### src/hw/fpu_pkg.sv
package fpu_pkg;

  localparam int FLEN        = 64;
  localparam int XLEN        = 32;
  localparam int NUM_FP_REGS = 32;
  localparam int REG_ADDR_W  = 5;
  localparam int CSR_ADDR_W  = 12;  // AXI addresses carry the CSR number directly.

  localparam logic [2:0] RM_DYN = 3'd7;

  localparam logic [1:0] AXI_RESP_OKAY   = 2'b00;
  localparam logic [1:0] AXI_RESP_SLVERR = 2'b10;

  typedef enum logic [6:0] {
    opc_fload  = 7'b0000111,
    opc_fstore = 7'b0100111,
    opc_fp     = 7'b1010011,
    opc_fmadd  = 7'b1000011,
    opc_fmsub  = 7'b1000111,
    opc_fnmsub = 7'b1001011,
    opc_fnmadd = 7'b1001111
  } opcode_e;

  typedef enum logic [4:0] {
    op_none, op_fadd, op_fsub, op_fmul, op_fdiv, op_fsqrt, op_fsgnj,
    op_fminmax, op_fcmp, op_fmv_f2i, op_fclass, op_fmv_i2f, op_fcvt_f2f,
    op_fcvt_f2i, op_fcvt_i2f, op_fmadd, op_fmsub, op_fnmsub, op_fnmadd,
    op_fload, op_fstore
  } fp_op_e;

  typedef enum logic [2:0] {
    lsu_none, lsu_lw, lsu_ld, lsu_sw, lsu_sd
  } lsu_op_e;

  typedef enum logic [CSR_ADDR_W-1:0] {
    csr_fflags = 12'h001,
    csr_frm    = 12'h002,
    csr_fcsr   = 12'h003
  } csr_addr_e;

  typedef struct packed {
    logic                  legal;
    fp_op_e                op;
    lsu_op_e               lsu_op;
    logic [XLEN-1:0]       imm;
    logic                  wren;    // Writes the integer register file.
    logic                  rden1;   // Reads an integer source in rs1.
    logic                  fwren;
    logic                  frden1;
    logic                  frden2;
    logic                  frden3;
    logic                  fpuc;    // Long latency arithmetic.
    logic                  fpuf;    // May raise exception flags.
    logic [1:0]            fmt;
    logic [2:0]            rm;
    logic [1:0]            fcvt_op;
    logic [REG_ADDR_W-1:0] rd;
    logic [REG_ADDR_W-1:0] rs1;
    logic [REG_ADDR_W-1:0] rs2;
    logic [REG_ADDR_W-1:0] rs3;
  } fp_decode_t;

  typedef struct packed {
    logic                  wren;
    logic [REG_ADDR_W-1:0] waddr;
    logic [FLEN-1:0]       wdata;
  } fp_write_t;

  typedef struct packed {
    logic [FLEN-1:0] data1;
    logic [FLEN-1:0] data2;
    logic [FLEN-1:0] data3;
  } fp_operands_t;

  typedef struct packed {
    fp_decode_t   decode;
    fp_operands_t operands;
    logic [2:0]   rm_eff;
  } fp_issue_t;

  typedef struct packed {
    logic                  awvalid;
    logic [CSR_ADDR_W-1:0] awaddr;
    logic                  wvalid;
    logic [XLEN-1:0]       wdata;
    logic [XLEN/8-1:0]     wstrb;
    logic                  bready;
    logic                  arvalid;
    logic [CSR_ADDR_W-1:0] araddr;
    logic                  rready;
  } axil_req_t;

  typedef struct packed {
    logic            awready;
    logic            wready;
    logic            bvalid;
    logic [1:0]      bresp;
    logic            arready;
    logic            rvalid;
    logic [XLEN-1:0] rdata;
    logic [1:0]      rresp;
  } axil_rsp_t;

  typedef struct packed {
    logic       valid;
    logic [4:0] flags;
  } fp_exc_t;

endpackage
### src/hw/fpu_frontend.sv
`timescale 1ns/10ps

module fpu_frontend (
  input  logic               clock,
  input  logic               reset,
  input  logic               instr_valid_i,
  input  logic [31:0]        instr_i,
  output logic               instr_ready_o,
  input  fpu_pkg::fp_write_t ex_fwd_i,
  input  fpu_pkg::fp_write_t mem_wb_i,
  input  fpu_pkg::fp_exc_t   exc_i,
  input  fpu_pkg::axil_req_t csr_req_i,
  output fpu_pkg::axil_rsp_t csr_rsp_o,
  output logic               issue_valid_o,
  output fpu_pkg::fp_issue_t issue_o,
  input  logic               issue_ready_i
);
  import fpu_pkg::*;

  fp_decode_t   decode;
  fp_operands_t operands;
  logic [2:0]   frm;

  fp_decoder i_fp_decoder (
    .instr_i  (instr_i),
    .decode_o (decode)
  );

  fp_operand_read i_fp_operand_read (
    .clock      (clock),
    .instr_i    (instr_i),
    .ex_fwd_i   (ex_fwd_i),
    .mem_wb_i   (mem_wb_i),
    .operands_o (operands)
  );

  fp_issue_stage i_fp_issue_stage (
    .clock         (clock),
    .reset         (reset),
    .decode_i      (decode),
    .operands_i    (operands),
    .frm_i         (frm),
    .instr_valid_i (instr_valid_i),
    .instr_ready_o (instr_ready_o),
    .issue_valid_o (issue_valid_o),
    .issue_o       (issue_o),
    .issue_ready_i (issue_ready_i)
  );

  fp_csr_axil i_fp_csr_axil (
    .clock     (clock),
    .reset     (reset),
    .csr_req_i (csr_req_i),
    .csr_rsp_o (csr_rsp_o),
    .exc_i     (exc_i),
    .frm_o     (frm)
  );

endmodule

### src/hw/fp_csr_axil.sv
`timescale 1ns/10ps

module fp_csr_axil (
  input  logic               clock,
  input  logic               reset,
  input  fpu_pkg::axil_req_t csr_req_i,
  output fpu_pkg::axil_rsp_t csr_rsp_o,
  input  fpu_pkg::fp_exc_t   exc_i,
  output logic [2:0]         frm_o
);
  import fpu_pkg::*;

  logic [2:0]      frm_q;
  logic [4:0]      fflags_q;
  logic            bvalid_q;
  logic            rvalid_q;
  logic [1:0]      bresp_q;
  logic [1:0]      rresp_q;
  logic [XLEN-1:0] rdata_q;
  logic [XLEN-1:0] rd_value;
  logic            wr_accept;
  logic            rd_accept;

  function automatic logic csr_mapped(input logic [CSR_ADDR_W-1:0] addr);
    return addr inside {csr_fflags, csr_frm, csr_fcsr};
  endfunction

  // Address and data must arrive together, one transaction in flight per channel.
  assign wr_accept = csr_req_i.awvalid && csr_req_i.wvalid && !bvalid_q;
  assign rd_accept = csr_req_i.arvalid && !rvalid_q;

  always_comb begin
    case (csr_req_i.araddr)
      csr_fflags: rd_value = {{(XLEN-5){1'b0}}, fflags_q};
      csr_frm:    rd_value = {{(XLEN-3){1'b0}}, frm_q};
      csr_fcsr:   rd_value = {{(XLEN-8){1'b0}}, frm_q, fflags_q};
      default:    rd_value = '0;
    endcase
  end

  always_ff @(posedge clock) begin
    if (!reset) begin
      frm_q    <= '0;
      fflags_q <= '0;
      bvalid_q <= 1'b0;
      rvalid_q <= 1'b0;
    end else begin
      if (wr_accept && csr_req_i.wstrb[0]) begin
        case (csr_req_i.awaddr)
          csr_fflags: fflags_q <= csr_req_i.wdata[4:0];
          csr_frm:    frm_q <= csr_req_i.wdata[2:0];
          csr_fcsr: begin
            fflags_q <= csr_req_i.wdata[4:0];
            frm_q    <= csr_req_i.wdata[7:5];
          end
          default: ;
        endcase
      end
      if (exc_i.valid) begin
        fflags_q <= exc_i.flags;  // Execute side beats the bus.
      end
      if (wr_accept) begin
        bvalid_q <= 1'b1;
      end else if (csr_req_i.bready) begin
        bvalid_q <= 1'b0;
      end
      if (rd_accept) begin
        rvalid_q <= 1'b1;
      end else if (csr_req_i.rready) begin
        rvalid_q <= 1'b0;
      end
    end
  end

  always_ff @(posedge clock) begin
    if (wr_accept) begin
      bresp_q <= csr_mapped(csr_req_i.awaddr) ? AXI_RESP_OKAY : AXI_RESP_SLVERR;
    end
    if (rd_accept) begin
      rresp_q <= csr_mapped(csr_req_i.araddr) ? AXI_RESP_OKAY : AXI_RESP_SLVERR;
      rdata_q <= rd_value;
    end
  end

  assign csr_rsp_o.awready = wr_accept;
  assign csr_rsp_o.wready  = wr_accept;
  assign csr_rsp_o.bvalid  = bvalid_q;
  assign csr_rsp_o.bresp   = bresp_q;
  assign csr_rsp_o.arready = rd_accept;
  assign csr_rsp_o.rvalid  = rvalid_q;
  assign csr_rsp_o.rdata   = rdata_q;
  assign csr_rsp_o.rresp   = rresp_q;
  assign frm_o             = frm_q;

  a_bvalid_hold: assert property (@(posedge clock) disable iff (!reset)
    bvalid_q && !csr_req_i.bready |=> bvalid_q && $stable(bresp_q))
    else $error("Write response dropped before bready.");

endmodule

### src/hw/fp_issue_stage.sv
`timescale 1ns/10ps

module fp_issue_stage (
  input  logic                  clock,
  input  logic                  reset,
  input  fpu_pkg::fp_decode_t   decode_i,
  input  fpu_pkg::fp_operands_t operands_i,
  input  logic [2:0]            frm_i,
  input  logic                  instr_valid_i,
  output logic                  instr_ready_o,
  output logic                  issue_valid_o,
  output fpu_pkg::fp_issue_t    issue_o,
  input  logic                  issue_ready_i
);
  import fpu_pkg::*;

  fp_issue_t packet;
  fp_issue_t issue_q;
  logic      issue_valid_q;

  assign instr_ready_o = !issue_valid_q || issue_ready_i;  // Empty or draining this cycle.

  always_comb begin
    packet.decode = decode_i;
    // Integer sources on data1 keep the slot as well.
    packet.operands.data1 = (decode_i.frden1 || decode_i.rden1) ? operands_i.data1 : '0;
    packet.operands.data2 = decode_i.frden2 ? operands_i.data2 : '0;
    packet.operands.data3 = decode_i.frden3 ? operands_i.data3 : '0;
    packet.rm_eff = (decode_i.rm == RM_DYN) ? frm_i : decode_i.rm;
  end

  always_ff @(posedge clock) begin
    if (!reset) begin
      issue_valid_q <= 1'b0;
    end else if (instr_ready_o) begin
      issue_valid_q <= instr_valid_i;
    end
  end

  always_ff @(posedge clock) begin
    if (instr_valid_i && instr_ready_o) begin
      issue_q <= packet;
    end
  end

  assign issue_valid_o = issue_valid_q;
  assign issue_o       = issue_q;

  a_issue_hold: assert property (@(posedge clock) disable iff (!reset)
    issue_valid_q && !issue_ready_i |=> issue_valid_q && $stable(issue_q))
    else $error("Issue packet changed under back-pressure.");

endmodule

### src/hw/fp_operand_read.sv
`timescale 1ns/10ps

module fp_operand_read (
  input  logic                  clock,
  input  logic [31:0]           instr_i,
  input  fpu_pkg::fp_write_t    ex_fwd_i,
  input  fpu_pkg::fp_write_t    mem_wb_i,
  output fpu_pkg::fp_operands_t operands_o
);
  import fpu_pkg::*;

  logic [FLEN-1:0]       regs [NUM_FP_REGS];
  logic [REG_ADDR_W-1:0] rs1;
  logic [REG_ADDR_W-1:0] rs2;
  logic [REG_ADDR_W-1:0] rs3;

  // The execute stage holds the youngest result, so it wins over write-back.
  function automatic logic [FLEN-1:0] forward(
    input logic [REG_ADDR_W-1:0] raddr,
    input logic [FLEN-1:0]       rdata,
    input fp_write_t             ex,
    input fp_write_t             mem
  );
    logic [FLEN-1:0] res;
    if (ex.wren && (ex.waddr == raddr)) begin
      res = ex.wdata;
    end else if (mem.wren && (mem.waddr == raddr)) begin
      res = mem.wdata;
    end else begin
      res = rdata;
    end
    return res;
  endfunction

  always_ff @(posedge clock) begin
    if (mem_wb_i.wren) begin
      regs[mem_wb_i.waddr] <= mem_wb_i.wdata;
    end
  end

  assign rs1 = instr_i[19:15];
  assign rs2 = instr_i[24:20];
  assign rs3 = instr_i[31:27];

  assign operands_o.data1 = forward(rs1, regs[rs1], ex_fwd_i, mem_wb_i);
  assign operands_o.data2 = forward(rs2, regs[rs2], ex_fwd_i, mem_wb_i);
  assign operands_o.data3 = forward(rs3, regs[rs3], ex_fwd_i, mem_wb_i);

  a_write_ports_known: assert property (@(posedge clock)
    !((ex_fwd_i.wren && $isunknown(ex_fwd_i)) || (mem_wb_i.wren && $isunknown(mem_wb_i))))
    else $error("Forwarding or write-back port carries unknowns while enabled.");

endmodule

### src/hw/fp_decoder.sv
`timescale 1ns/10ps

module fp_decoder (
  input  logic [31:0]         instr_i,
  output fpu_pkg::fp_decode_t decode_o
);
  import fpu_pkg::*;

  localparam logic [2:0] F3_WORD   = 3'b010;
  localparam logic [2:0] F3_DOUBLE = 3'b011;

  localparam logic [4:0] F5_FADD     = 5'b00000;
  localparam logic [4:0] F5_FSUB     = 5'b00001;
  localparam logic [4:0] F5_FMUL     = 5'b00010;
  localparam logic [4:0] F5_FDIV     = 5'b00011;
  localparam logic [4:0] F5_FSGNJ    = 5'b00100;
  localparam logic [4:0] F5_FMINMAX  = 5'b00101;
  localparam logic [4:0] F5_FCVT_F2F = 5'b01000;
  localparam logic [4:0] F5_FSQRT    = 5'b01011;
  localparam logic [4:0] F5_FCMP     = 5'b10100;
  localparam logic [4:0] F5_FCVT_F2I = 5'b11000;
  localparam logic [4:0] F5_FCVT_I2F = 5'b11010;
  localparam logic [4:0] F5_FMV_F2I  = 5'b11100;
  localparam logic [4:0] F5_FMV_I2F  = 5'b11110;

  opcode_e         opcode;
  logic [4:0]      funct5;
  logic [2:0]      funct3;
  logic [XLEN-1:0] imm_i;
  logic [XLEN-1:0] imm_s;
  fp_decode_t      dec;

  assign opcode = opcode_e'(instr_i[6:0]);
  assign funct5 = instr_i[31:27];
  assign funct3 = instr_i[14:12];
  assign imm_i  = {{20{instr_i[31]}}, instr_i[31:20]};
  assign imm_s  = {{20{instr_i[31]}}, instr_i[31:25], instr_i[11:7]};

  always_comb begin
    dec         = '0;
    dec.legal   = 1'b1;
    dec.fmt     = instr_i[26:25];
    dec.rm      = funct3;
    dec.fcvt_op = instr_i[21:20];
    dec.rd      = instr_i[11:7];
    dec.rs1     = instr_i[19:15];
    dec.rs2     = instr_i[24:20];
    dec.rs3     = instr_i[31:27];

    // The operation comes first, the enables then follow from it.
    case (opcode)
      opc_fload: begin
        dec.op  = op_fload;
        dec.imm = imm_i;
        case (funct3)
          F3_WORD:   dec.lsu_op = lsu_lw;
          F3_DOUBLE: dec.lsu_op = lsu_ld;
          default:   dec.legal = 1'b0;
        endcase
      end
      opc_fstore: begin
        dec.op  = op_fstore;
        dec.imm = imm_s;
        case (funct3)
          F3_WORD:   dec.lsu_op = lsu_sw;
          F3_DOUBLE: dec.lsu_op = lsu_sd;
          default:   dec.legal = 1'b0;
        endcase
      end
      opc_fp: begin
        case (funct5)
          F5_FADD:     dec.op = op_fadd;
          F5_FSUB:     dec.op = op_fsub;
          F5_FMUL:     dec.op = op_fmul;
          F5_FDIV:     dec.op = op_fdiv;
          F5_FSQRT:    dec.op = op_fsqrt;
          F5_FSGNJ:    dec.op = op_fsgnj;
          F5_FMINMAX:  dec.op = op_fminmax;
          F5_FCMP:     dec.op = op_fcmp;
          F5_FMV_I2F:  dec.op = op_fmv_i2f;
          F5_FCVT_F2F: dec.op = op_fcvt_f2f;
          F5_FCVT_F2I: dec.op = op_fcvt_f2i;
          F5_FCVT_I2F: dec.op = op_fcvt_i2f;
          F5_FMV_F2I: begin
            case (funct3)
              3'd0:    dec.op = op_fmv_f2i;
              3'd1:    dec.op = op_fclass;
              default: dec.op = op_none;  // Stays legal but does nothing.
            endcase
          end
          default: dec.legal = 1'b0;
        endcase
      end
      opc_fmadd:  dec.op = op_fmadd;
      opc_fmsub:  dec.op = op_fmsub;
      opc_fnmsub: dec.op = op_fnmsub;
      opc_fnmadd: dec.op = op_fnmadd;
      default:    dec.legal = 1'b0;
    endcase

    if (!dec.legal) begin
      dec.op     = op_none;
      dec.lsu_op = lsu_none;
      dec.imm    = '0;
    end

    case (dec.op)
      op_fload:    {dec.rden1, dec.fwren} = 2'b11;
      op_fstore:   {dec.rden1, dec.frden2} = 2'b11;
      op_fadd, op_fsub, op_fmul, op_fdiv:
        {dec.fwren, dec.frden1, dec.frden2, dec.fpuc, dec.fpuf} = 5'b11111;
      op_fsqrt:    {dec.fwren, dec.frden1, dec.fpuc, dec.fpuf} = 4'b1111;
      op_fsgnj:    {dec.fwren, dec.frden1, dec.frden2} = 3'b111;
      op_fminmax:  {dec.fwren, dec.frden1, dec.frden2, dec.fpuf} = 4'b1111;
      op_fcmp:     {dec.wren, dec.frden1, dec.frden2, dec.fpuf} = 4'b1111;
      op_fmv_f2i, op_fclass:
        {dec.wren, dec.frden1} = 2'b11;
      op_fmv_i2f:  {dec.rden1, dec.fwren} = 2'b11;
      op_fcvt_f2f: {dec.fwren, dec.frden1, dec.fpuf} = 3'b111;
      op_fcvt_f2i: {dec.wren, dec.frden1, dec.fpuf} = 3'b111;
      op_fcvt_i2f: {dec.rden1, dec.fwren, dec.fpuf} = 3'b111;
      op_fmadd, op_fmsub, op_fnmsub, op_fnmadd:
        {dec.fwren, dec.frden1, dec.frden2, dec.frden3, dec.fpuc, dec.fpuf} = 6'b111111;
      default: ;
    endcase
  end

  assign decode_o = dec;

endmodule

### config.mk
export PLATFORM = sky130hd
export DESIGN_NAME = fpu_frontend
export DESIGN_NICKNAME = d
export VERILOG_FILES = /design/src/hw/fpu_pkg.sv /design/src/hw/fpu_frontend.sv /design/src/hw/fp_csr_axil.sv /design/src/hw/fp_issue_stage.sv /design/src/hw/fp_operand_read.sv /design/src/hw/fp_decoder.sv
export SDC_FILE = /design/constraint.sdc
export NUM_CORES = 2
export LEC_CHECK = 0
export CORE_UTILIZATION = 35
export CTS_CLUSTER_DIAMETER = 60
export CTS_CLUSTER_SIZE = 20
export DETAILED_ROUTE_END_ITERATION = 16
export DONT_BUFFER_PORTS = 1
export HOLD_SLACK_MARGIN = 0.05
export RECOVER_POWER = 25
export SLEW_MARGIN = 15
export SYNTH_ARGS = -nofsm -noshare
export SYNTH_HDL_FRONTEND = slang
export SYNTH_SLANG_ARGS = --single-unit
### constraint.sdc
create_clock -name clock -period 7.7 [get_ports clock]
set_input_delay 0.77 -clock clock [delete_from_list [all_inputs] [get_ports clock]]
set_output_delay 0.77 -clock clock [all_outputs]
set_load 0.02 [all_outputs]
== Word level (Yosys, flattened, before mapping) ==
Memory sizes are Yosys's and may differ from the RTL's.
Index checks and enable logic that the tools add are counted.
Storage, ports and cells
  input bits: 247
  output and inout port bits: 314
  register bits after elaboration: 318
  memories kept: 1
  bits in writable memories: 2048
  word-level logic and storage cells: 165
Memories
  i_fp_operand_read.regs: depth 32, bits a word 64, rd ports 3, clocked after memory_dff 0, write ports 1, line fp_operand_read.sv:12  | logic [FLEN-1:0] regs [NUM_FP_REGS];
Cells by class
  equality and inequality tests: 55
  mux-type cells: 38
  reduce and logical (&&, ||, !) cells: 40
Operators by type and width (number)
  $mux W64: 6
  $pmux W35 S2: 1
  $pmux W4 S13: 1
  $eq A5 B4 Y1 const B: 10
  $eq A5 B5 Y1 const B: 10
  $eq A12 B2 Y1 const B: 4
  $mux W40: 1
  $eq A7 B7 Y1 const B: 5
  $pmux W5 S7: 1
  $eq A5 B3 Y1 const B: 6
  $eq A5 B5 Y1: 6
  $eq A12 B1 Y1 const B: 2
  $pmux W8 S3: 1
  $eq A5 B2 Y1 const B: 4
  $mux W1: 16
  $reduce_or A16 Y1: 1
  $reduce_or A4 Y1: 4
  $mux W5: 3
  $reduce_or A15 Y1: 1
  $reduce_or A14 Y1: 1
  $reduce_or A13 Y1: 1
  $pmux W3 S2: 2
  $reduce_or A12 Y1: 1
  $logic_and A1 B1 Y1: 11
  other kinds (20): 34

== Depth between registers and ports, before layout ==
  depth after elaboration: 9
  depth in mapped cells: 12
  depth with buffers taken out: 9

== Hierarchy ==
From an unflattened synthesis, not the netlist that was laid out.
Unflattened totals
  cell total of the unflattened synthesis: 7157
  area total of the unflattened synthesis: 125761.9 µm²
Modules (own cells, without submodules)
  fp_operand_read: times used 1, sequential area each 61499.0 µm², area each 113791.6 µm², cells an instance 6363
  fp_issue_stage: times used 1, sequential area each 8157.8 µm², area each 9520.4 µm², cells an instance 496
  fp_decoder: times used 1, sequential area each 0.0 µm², area each 1293.7 µm², cells an instance 181
  fp_csr_axil: times used 1, sequential area each 500.5 µm², area each 1156.1 µm², cells an instance 117

== Least setup slack after synthesis ==
OpenSTA, ideal clock, no wires.
  path type: input -> register
  start point: in issue_ready_i
  end point: reg i_fp_issue_stage.issue_q (netlist bit i_fp_issue_stage.issue_o[0]) (enable)
  data required time: 7060 ps
  cell stages on the path: 2
  setup time: 640 ps
  buffers on the path: 0
  data arrival time: 6720 ps
  setup slack: 340 ps
  path through: nand2b_1 -> and2_1
On the way
  cells in the longest elaborated chain, start to end: 2
RTL lines
  start: declaration: line fpu_frontend.sv:16  | input logic issue_ready_i
  $logic_or A1 B1 Y1: line fp_issue_stage.sv:21  | assign instr_ready_o = !issue_valid_q || issue_ready_i;
  $logic_and A1 B1 Y1: line fp_issue_stage.sv:41  | if (instr_valid_i && instr_ready_o) begin
  end signal: assignment: line fp_issue_stage.sv:42  | issue_q <= packet;
  end: declaration: line fp_issue_stage.sv:18  | fp_issue_t issue_q;
No other way between the ends.
A chain may end at the register's enable or synchronous reset.

== Final worst setup path ==
  start point: in instr_i[20]
  end point: reg i_fp_issue_stage.issue_q (netlist bit i_fp_issue_stage.issue_o[121]) (data pin)
On the way
  cells in the longest elaborated chain, start to end: 4
  elaborated cells on any way between the ends: 7
  classes of those cells: eq/ne: 2; mux: 2; reduce/logical: 2; memory: 1
RTL lines
  start: declaration: line fpu_frontend.sv:7  | input logic [31:0] instr_i,
  parallel branches: the longest is 3 deep, another holds $mem_v2 Z32 W64
  $mux W64 *: line fp_operand_read.sv:25  | if (ex.wren && (ex.waddr == raddr)) begin
Mark *: on every way between the ends.

==> results list <==
- Actual slew at the worst max-slew pin: 1.65 ns
- The initialized floorplan defines 218 standard-cell rows.
- The floorplan step defined a die boundary enclosing 0.357 mm².
- The number of pins with negative max-slew slack in the final report is 221.
- Time the final worst path needs with I/O delays and setup: 5.88 ns
- First-pass detailed-route iteration total: 5
* Total area of multi-input combinational cells: 0.0521 mm²
* Final Routed Wirelength: 436000 µm
* Final-layout setup total negative slack: 0 ns
- Dividing the detail-routed wire length by the instance count gives 38.1 µm.
* Adder-cell share of the synthesized area: 0%
- Pwr Total: 28200 µW
- TritonCTS built the clock tree.
- The number of antenna violations at the first check in global routing was 26.
- Summing the areas of all and, or, nand and nor instances in the mapped netlist gives 3.17% of the synthesized area.
- Tcrit/Tclk final: 76.4%
- Mapped cell area: 0.124 mm²
- Gates resized during post-CTS repair numbered 0.
- CTS Buf Count: 196
- The number of hold-slack violations in the final timing report was 0.
* Area delta synth->final: 10.9%
- The run finished, with violations left.
- The clock tree synthesis step divided the H-tree into 4 levels.
- GR Overflow Total: 0
* Count of placed standard cells in the final layout, fillers left out: 11500
* Final setup violation count: 0
- Counting every sink on the clock net gives 2318.
- Number of buffers inserted by port buffering: 0
- Global routing used 23.9% of the available tracks.
* Biggest fanout along the worst timing path: 132
* Area fraction in compound gates after synthesis: 4.59%
- Slowest stage delay, CP: 0.90 ns
- Worst Setup Start Kind: input pin
- Total DRC errors in the routed layout: 0
- Largest family of logic cells by synthesized area: multiplexers
* R2r endpoint: i_fp_issue_stage.issue_o[38]
- Counting flops and latches in the post-synthesis netlist gives 2318.
- The worst register-to-register path begins at i_fp_operand_read.regs[31][35].
- Following the worst setup path forward leads to its endpoint at i_fp_issue_stage.issue_o[121].
- Vias: 74600
* Starting density of the core: 35.2%
- IR drop worst, VDD: 0.000233 V
- Die height: 598 µm
- Placed wire-length estimate: 221000 µm
- Cells on Worst Hold Path: 1
- After clock tree synthesis, the setup repair step added 0 buffers.
* Required time of the critical path: 8.39 ns
* Avg Inst Size Synth: 18.5 µm²
- The final reports fail on max-capacitance violations, max-slew violations.
- The number of cells on the worst reg-to-reg path is 6.
- At the end of the flow, the number of nets in the layout was 6798.
- Registers take 0.0695 mm².
- Worst setup path startpoint: instr_i[20]
* Number of distinct standard cells referenced by the synthesized netlist: 71
- Entering global routing, the biggest net connects 530 pins.
- Vias per cell: 6.51
* Critical path arrival: 6.57 ns
* Maximum clock frequency: 170 MHz
* XOR/XNOR share of the synthesized area: 0.247%
- Root buf cell: sky130_fd_sc_hd__clkbuf_16
* First-pass GRT wire length: 602000 µm
- The critical path contains buffers and inverters numbering 4 combined.
* Post-synth EDFFs: 2307
- Cell chain of the critical path: buf_16 > buf_16 > buf_16 > xor2_1 > nor4_1 > nand3_4 > buf_4 > nand3_1 > nand3_1 > o211a_1
* Register-to-register path setup slack: 4.77 ns
- In this run the remaining antenna-violating nets after routing total 0.
- Family of cells with the greatest summed delay on the critical path: buffers and inverters
* Share of flip-flops with an asynchronous set or reset after synthesis: 0%
- Clock Pin Slew Worst Setup and Hold Paths: 0.08 ns
* Critical-path cell with the highest stage delay: sky130_fd_sc_hd__nand3_4
* Capturing element type of the critical path: flop
* Fraction of layout cells with a size suffix above 1: 34.6%
* RePlAce Congestion: 0.797
* I/O pin count: 561
* Critical Path Stages: 10
- Die span in x: 598 µm
* Max Cap Viol: 4
- Headroom to the max-slew limit: -10.2%
- Number of cells after detailed placement: 10900
- Among the stages of the critical path, the cell type that occurs most often is sky130_fd_sc_hd__buf_16.
* Iteration-0 DRC count of the detailed router: 10700
* Sequential-to-total area share from yosys stat: 56.0%
* Fill cell total of the finished layout: 31500
- Unrepaired setup endpoints after global routing: false
- Prevailing post-synth register cell: sky130_fd_sc_hd__edfxtp_1
- Buffers from clock root to sink, at most: 4
* Total power per unit cell area: 205 mW/mm²
* Worst setup skew after layout: 0.0854 ns
* Yosys warnings: 0
- Synthesis handed over a netlist of 6718 instances.
* Mux contribution to synthesized area: 33.5%
- The analysis attributes to cell leakage a power of 0.0426 µW.
- The clock reaches the later pin of the worst-skew pair after 0.94 ns.
- Number of global-route vias before repair: 75600
- By startpoint and endpoint, the worst setup path is classified as input pin to flop.
* Placeable Area: 0.353 mm²
* Min-delay worst type: input pin to flop
==> metal layers <==
metal  global-route usage (%)  vias up  share of wire (%)
li1                         -    28800                  -
met1                     31.4    40200                 37
met2                     38.8     4746                 48
met3                     4.52      896                 10
met4                     10.5       16                5.1
met5                        0        -              0.021
==> Yosys cell counts, drive strengths merged, types with 3 or more instances <==
master | count | share of area (%)
buf | 353 | 1.4
o211a | 60 | 0.48
dfxtp | 11 | 0.18
o21bai | 3 | 0.018
o21ai | 197 | 0.79
nor2 | 120 | 0.36
nand2 | 263 | 0.79
nand3 | 128 | 0.52
a21boi | 5 | 0.030
clkbuf | 332 | 1.0
and3 | 7 | 0.035
nand3b | 10 | 0.060
o221a | 3 | 0.027
a21oi | 186 | 0.75
xor2 | 28 | 0.20
or4 | 3 | 0.018
nor2b | 185 | 0.93
a22o | 8 | 0.056
a2111oi | 62 | 0.44
mux4 | 1679 | 30
or2 | 8 | 0.040
nand2b | 11 | 0.055
and2 | 17 | 0.088
o221ai | 6 | 0.042
a221oi | 62 | 0.61
or3b | 5 | 0.035
edfxtp | 2307 | 56
nor4 | 13 | 0.076
mux2 | 61 | 0.55
mux2i | 316 | 2.5
a211oi | 188 | 1.1
o22ai | 3 | 0.015
xnor2 | 7 | 0.049
o21a | 8 | 0.048
inv | 14 | 0.042
a21o | 7 | 0.042
nor3 | 15 | 0.064
==> layout make-up <==
class | count | area share, %
sequential | 2318 | 50.5
clock buffer | 206 | 3.60
inverter | 15 | 0.0409
antenna | 9 | 0.0164
timing repair buffer | 295 | 2.35
tap | 4730 | 4.30
multi-input combinational | 3725 | 37.9
clock inverter | 154 | 1.36
==> power by group <==
group	internal, µW	switching, µW
Clock	5520	5430
Combinational	1340	1580
Sequential	14100	231
Total	21000	7230
==> repair_timing <==
action	in CTS	in global routing
hold endpoints to repair	2197	0
hold buffers	156	0
endpoints found under the setup margin	0	0
==> logic make-up (layout without fill, tap and decap cells) <==
logic type,after synthesis,count (layout)
xor gates and xnor gates,35,35
buffers and inverters,700,670
other,1,35
muxes,2056,2056
AOI/OAI and AO/OA,810,810
DFF,2318,2318
and+or+nand+nor,798,798
==> metrics by stage <==
step                setup WS (ns)  hold WS [ns]  util [%]  area [µm²]
floorplan                   0.340         0.475         -      124000
detailed placement           2.30         0.535      36.5      129000
CTS                          3.29        0.0503      38.9      137000
global placement             2.28         0.519      36.5      129000
finish                       1.82         0.103      39.0      138000
global route                 1.61        0.0908      39.0      138000
==> sequential cells by signal, indices dropped and copies added (netlist names) <==
register,cells
i_fp_csr_axil.bresp_q,1
i_fp_csr_axil.bvalid_q,1
i_fp_csr_axil.fflags_q,5
i_fp_csr_axil.frm_o,3
i_fp_csr_axil.rdata_q,8
i_fp_csr_axil.rresp_q,1
i_fp_csr_axil.rvalid_q,1
i_fp_issue_stage.issue_o,249
i_fp_issue_stage.issue_valid_o,1
i_fp_operand_read.regs,2048
==> worst min-delay path by stage <==
stage                                    from                            end  slack [ns]
CTS                                  exc_i[5]      i_fp_csr_axil.fflags_q[4]        0.05
finish                            instr_i[22]  i_fp_issue_stage.issue_o[232]        0.10
global route                      instr_i[23]  i_fp_issue_stage.issue_o[233]        0.09
floorplan              i_fp_csr_axil.frm_o[0]         i_fp_csr_axil.frm_o[0]        0.48
detailed placement  i_fp_csr_axil.fflags_q[4]       i_fp_csr_axil.rdata_q[4]        0.54
global placement       i_fp_csr_axil.frm_o[1]         i_fp_csr_axil.frm_o[1]        0.52
==> layout by cell type, fill, tap and decap left out, types with 26 or more instances in the layout <==
cell type                          n
sky130_fd_sc_hd__conb_1           26
sky130_fd_sc_hd__nand3_1         124
sky130_fd_sc_hd__nor2_1           87
sky130_fd_sc_hd__nor2b_1         183
sky130_fd_sc_hd__a211oi_1        187
sky130_fd_sc_hd__buf_4            97
sky130_fd_sc_hd__nand2_1         261
sky130_fd_sc_hd__mux2i_1         316
sky130_fd_sc_hd__a2111oi_0        51
sky130_fd_sc_hd__edfxtp_1       2307
sky130_fd_sc_hd__mux4_2         1679
sky130_fd_sc_hd__buf_16           28
sky130_fd_sc_hd__a21oi_1         185
sky130_fd_sc_hd__a221oi_2         34
sky130_fd_sc_hd__o21ai_0         197
sky130_fd_sc_hd__mux2_2           61
sky130_fd_sc_hd__nor2_4           33
sky130_fd_sc_hd__clkbuf_16       197
sky130_fd_sc_hd__o211a_1          60
sky130_fd_sc_hd__xor2_1           28
sky130_fd_sc_hd__a221oi_1         27
sky130_fd_sc_hd__dlygate4sd3_1   144
sky130_fd_sc_hd__inv_6            29
(Power assumes the default switching activity.)
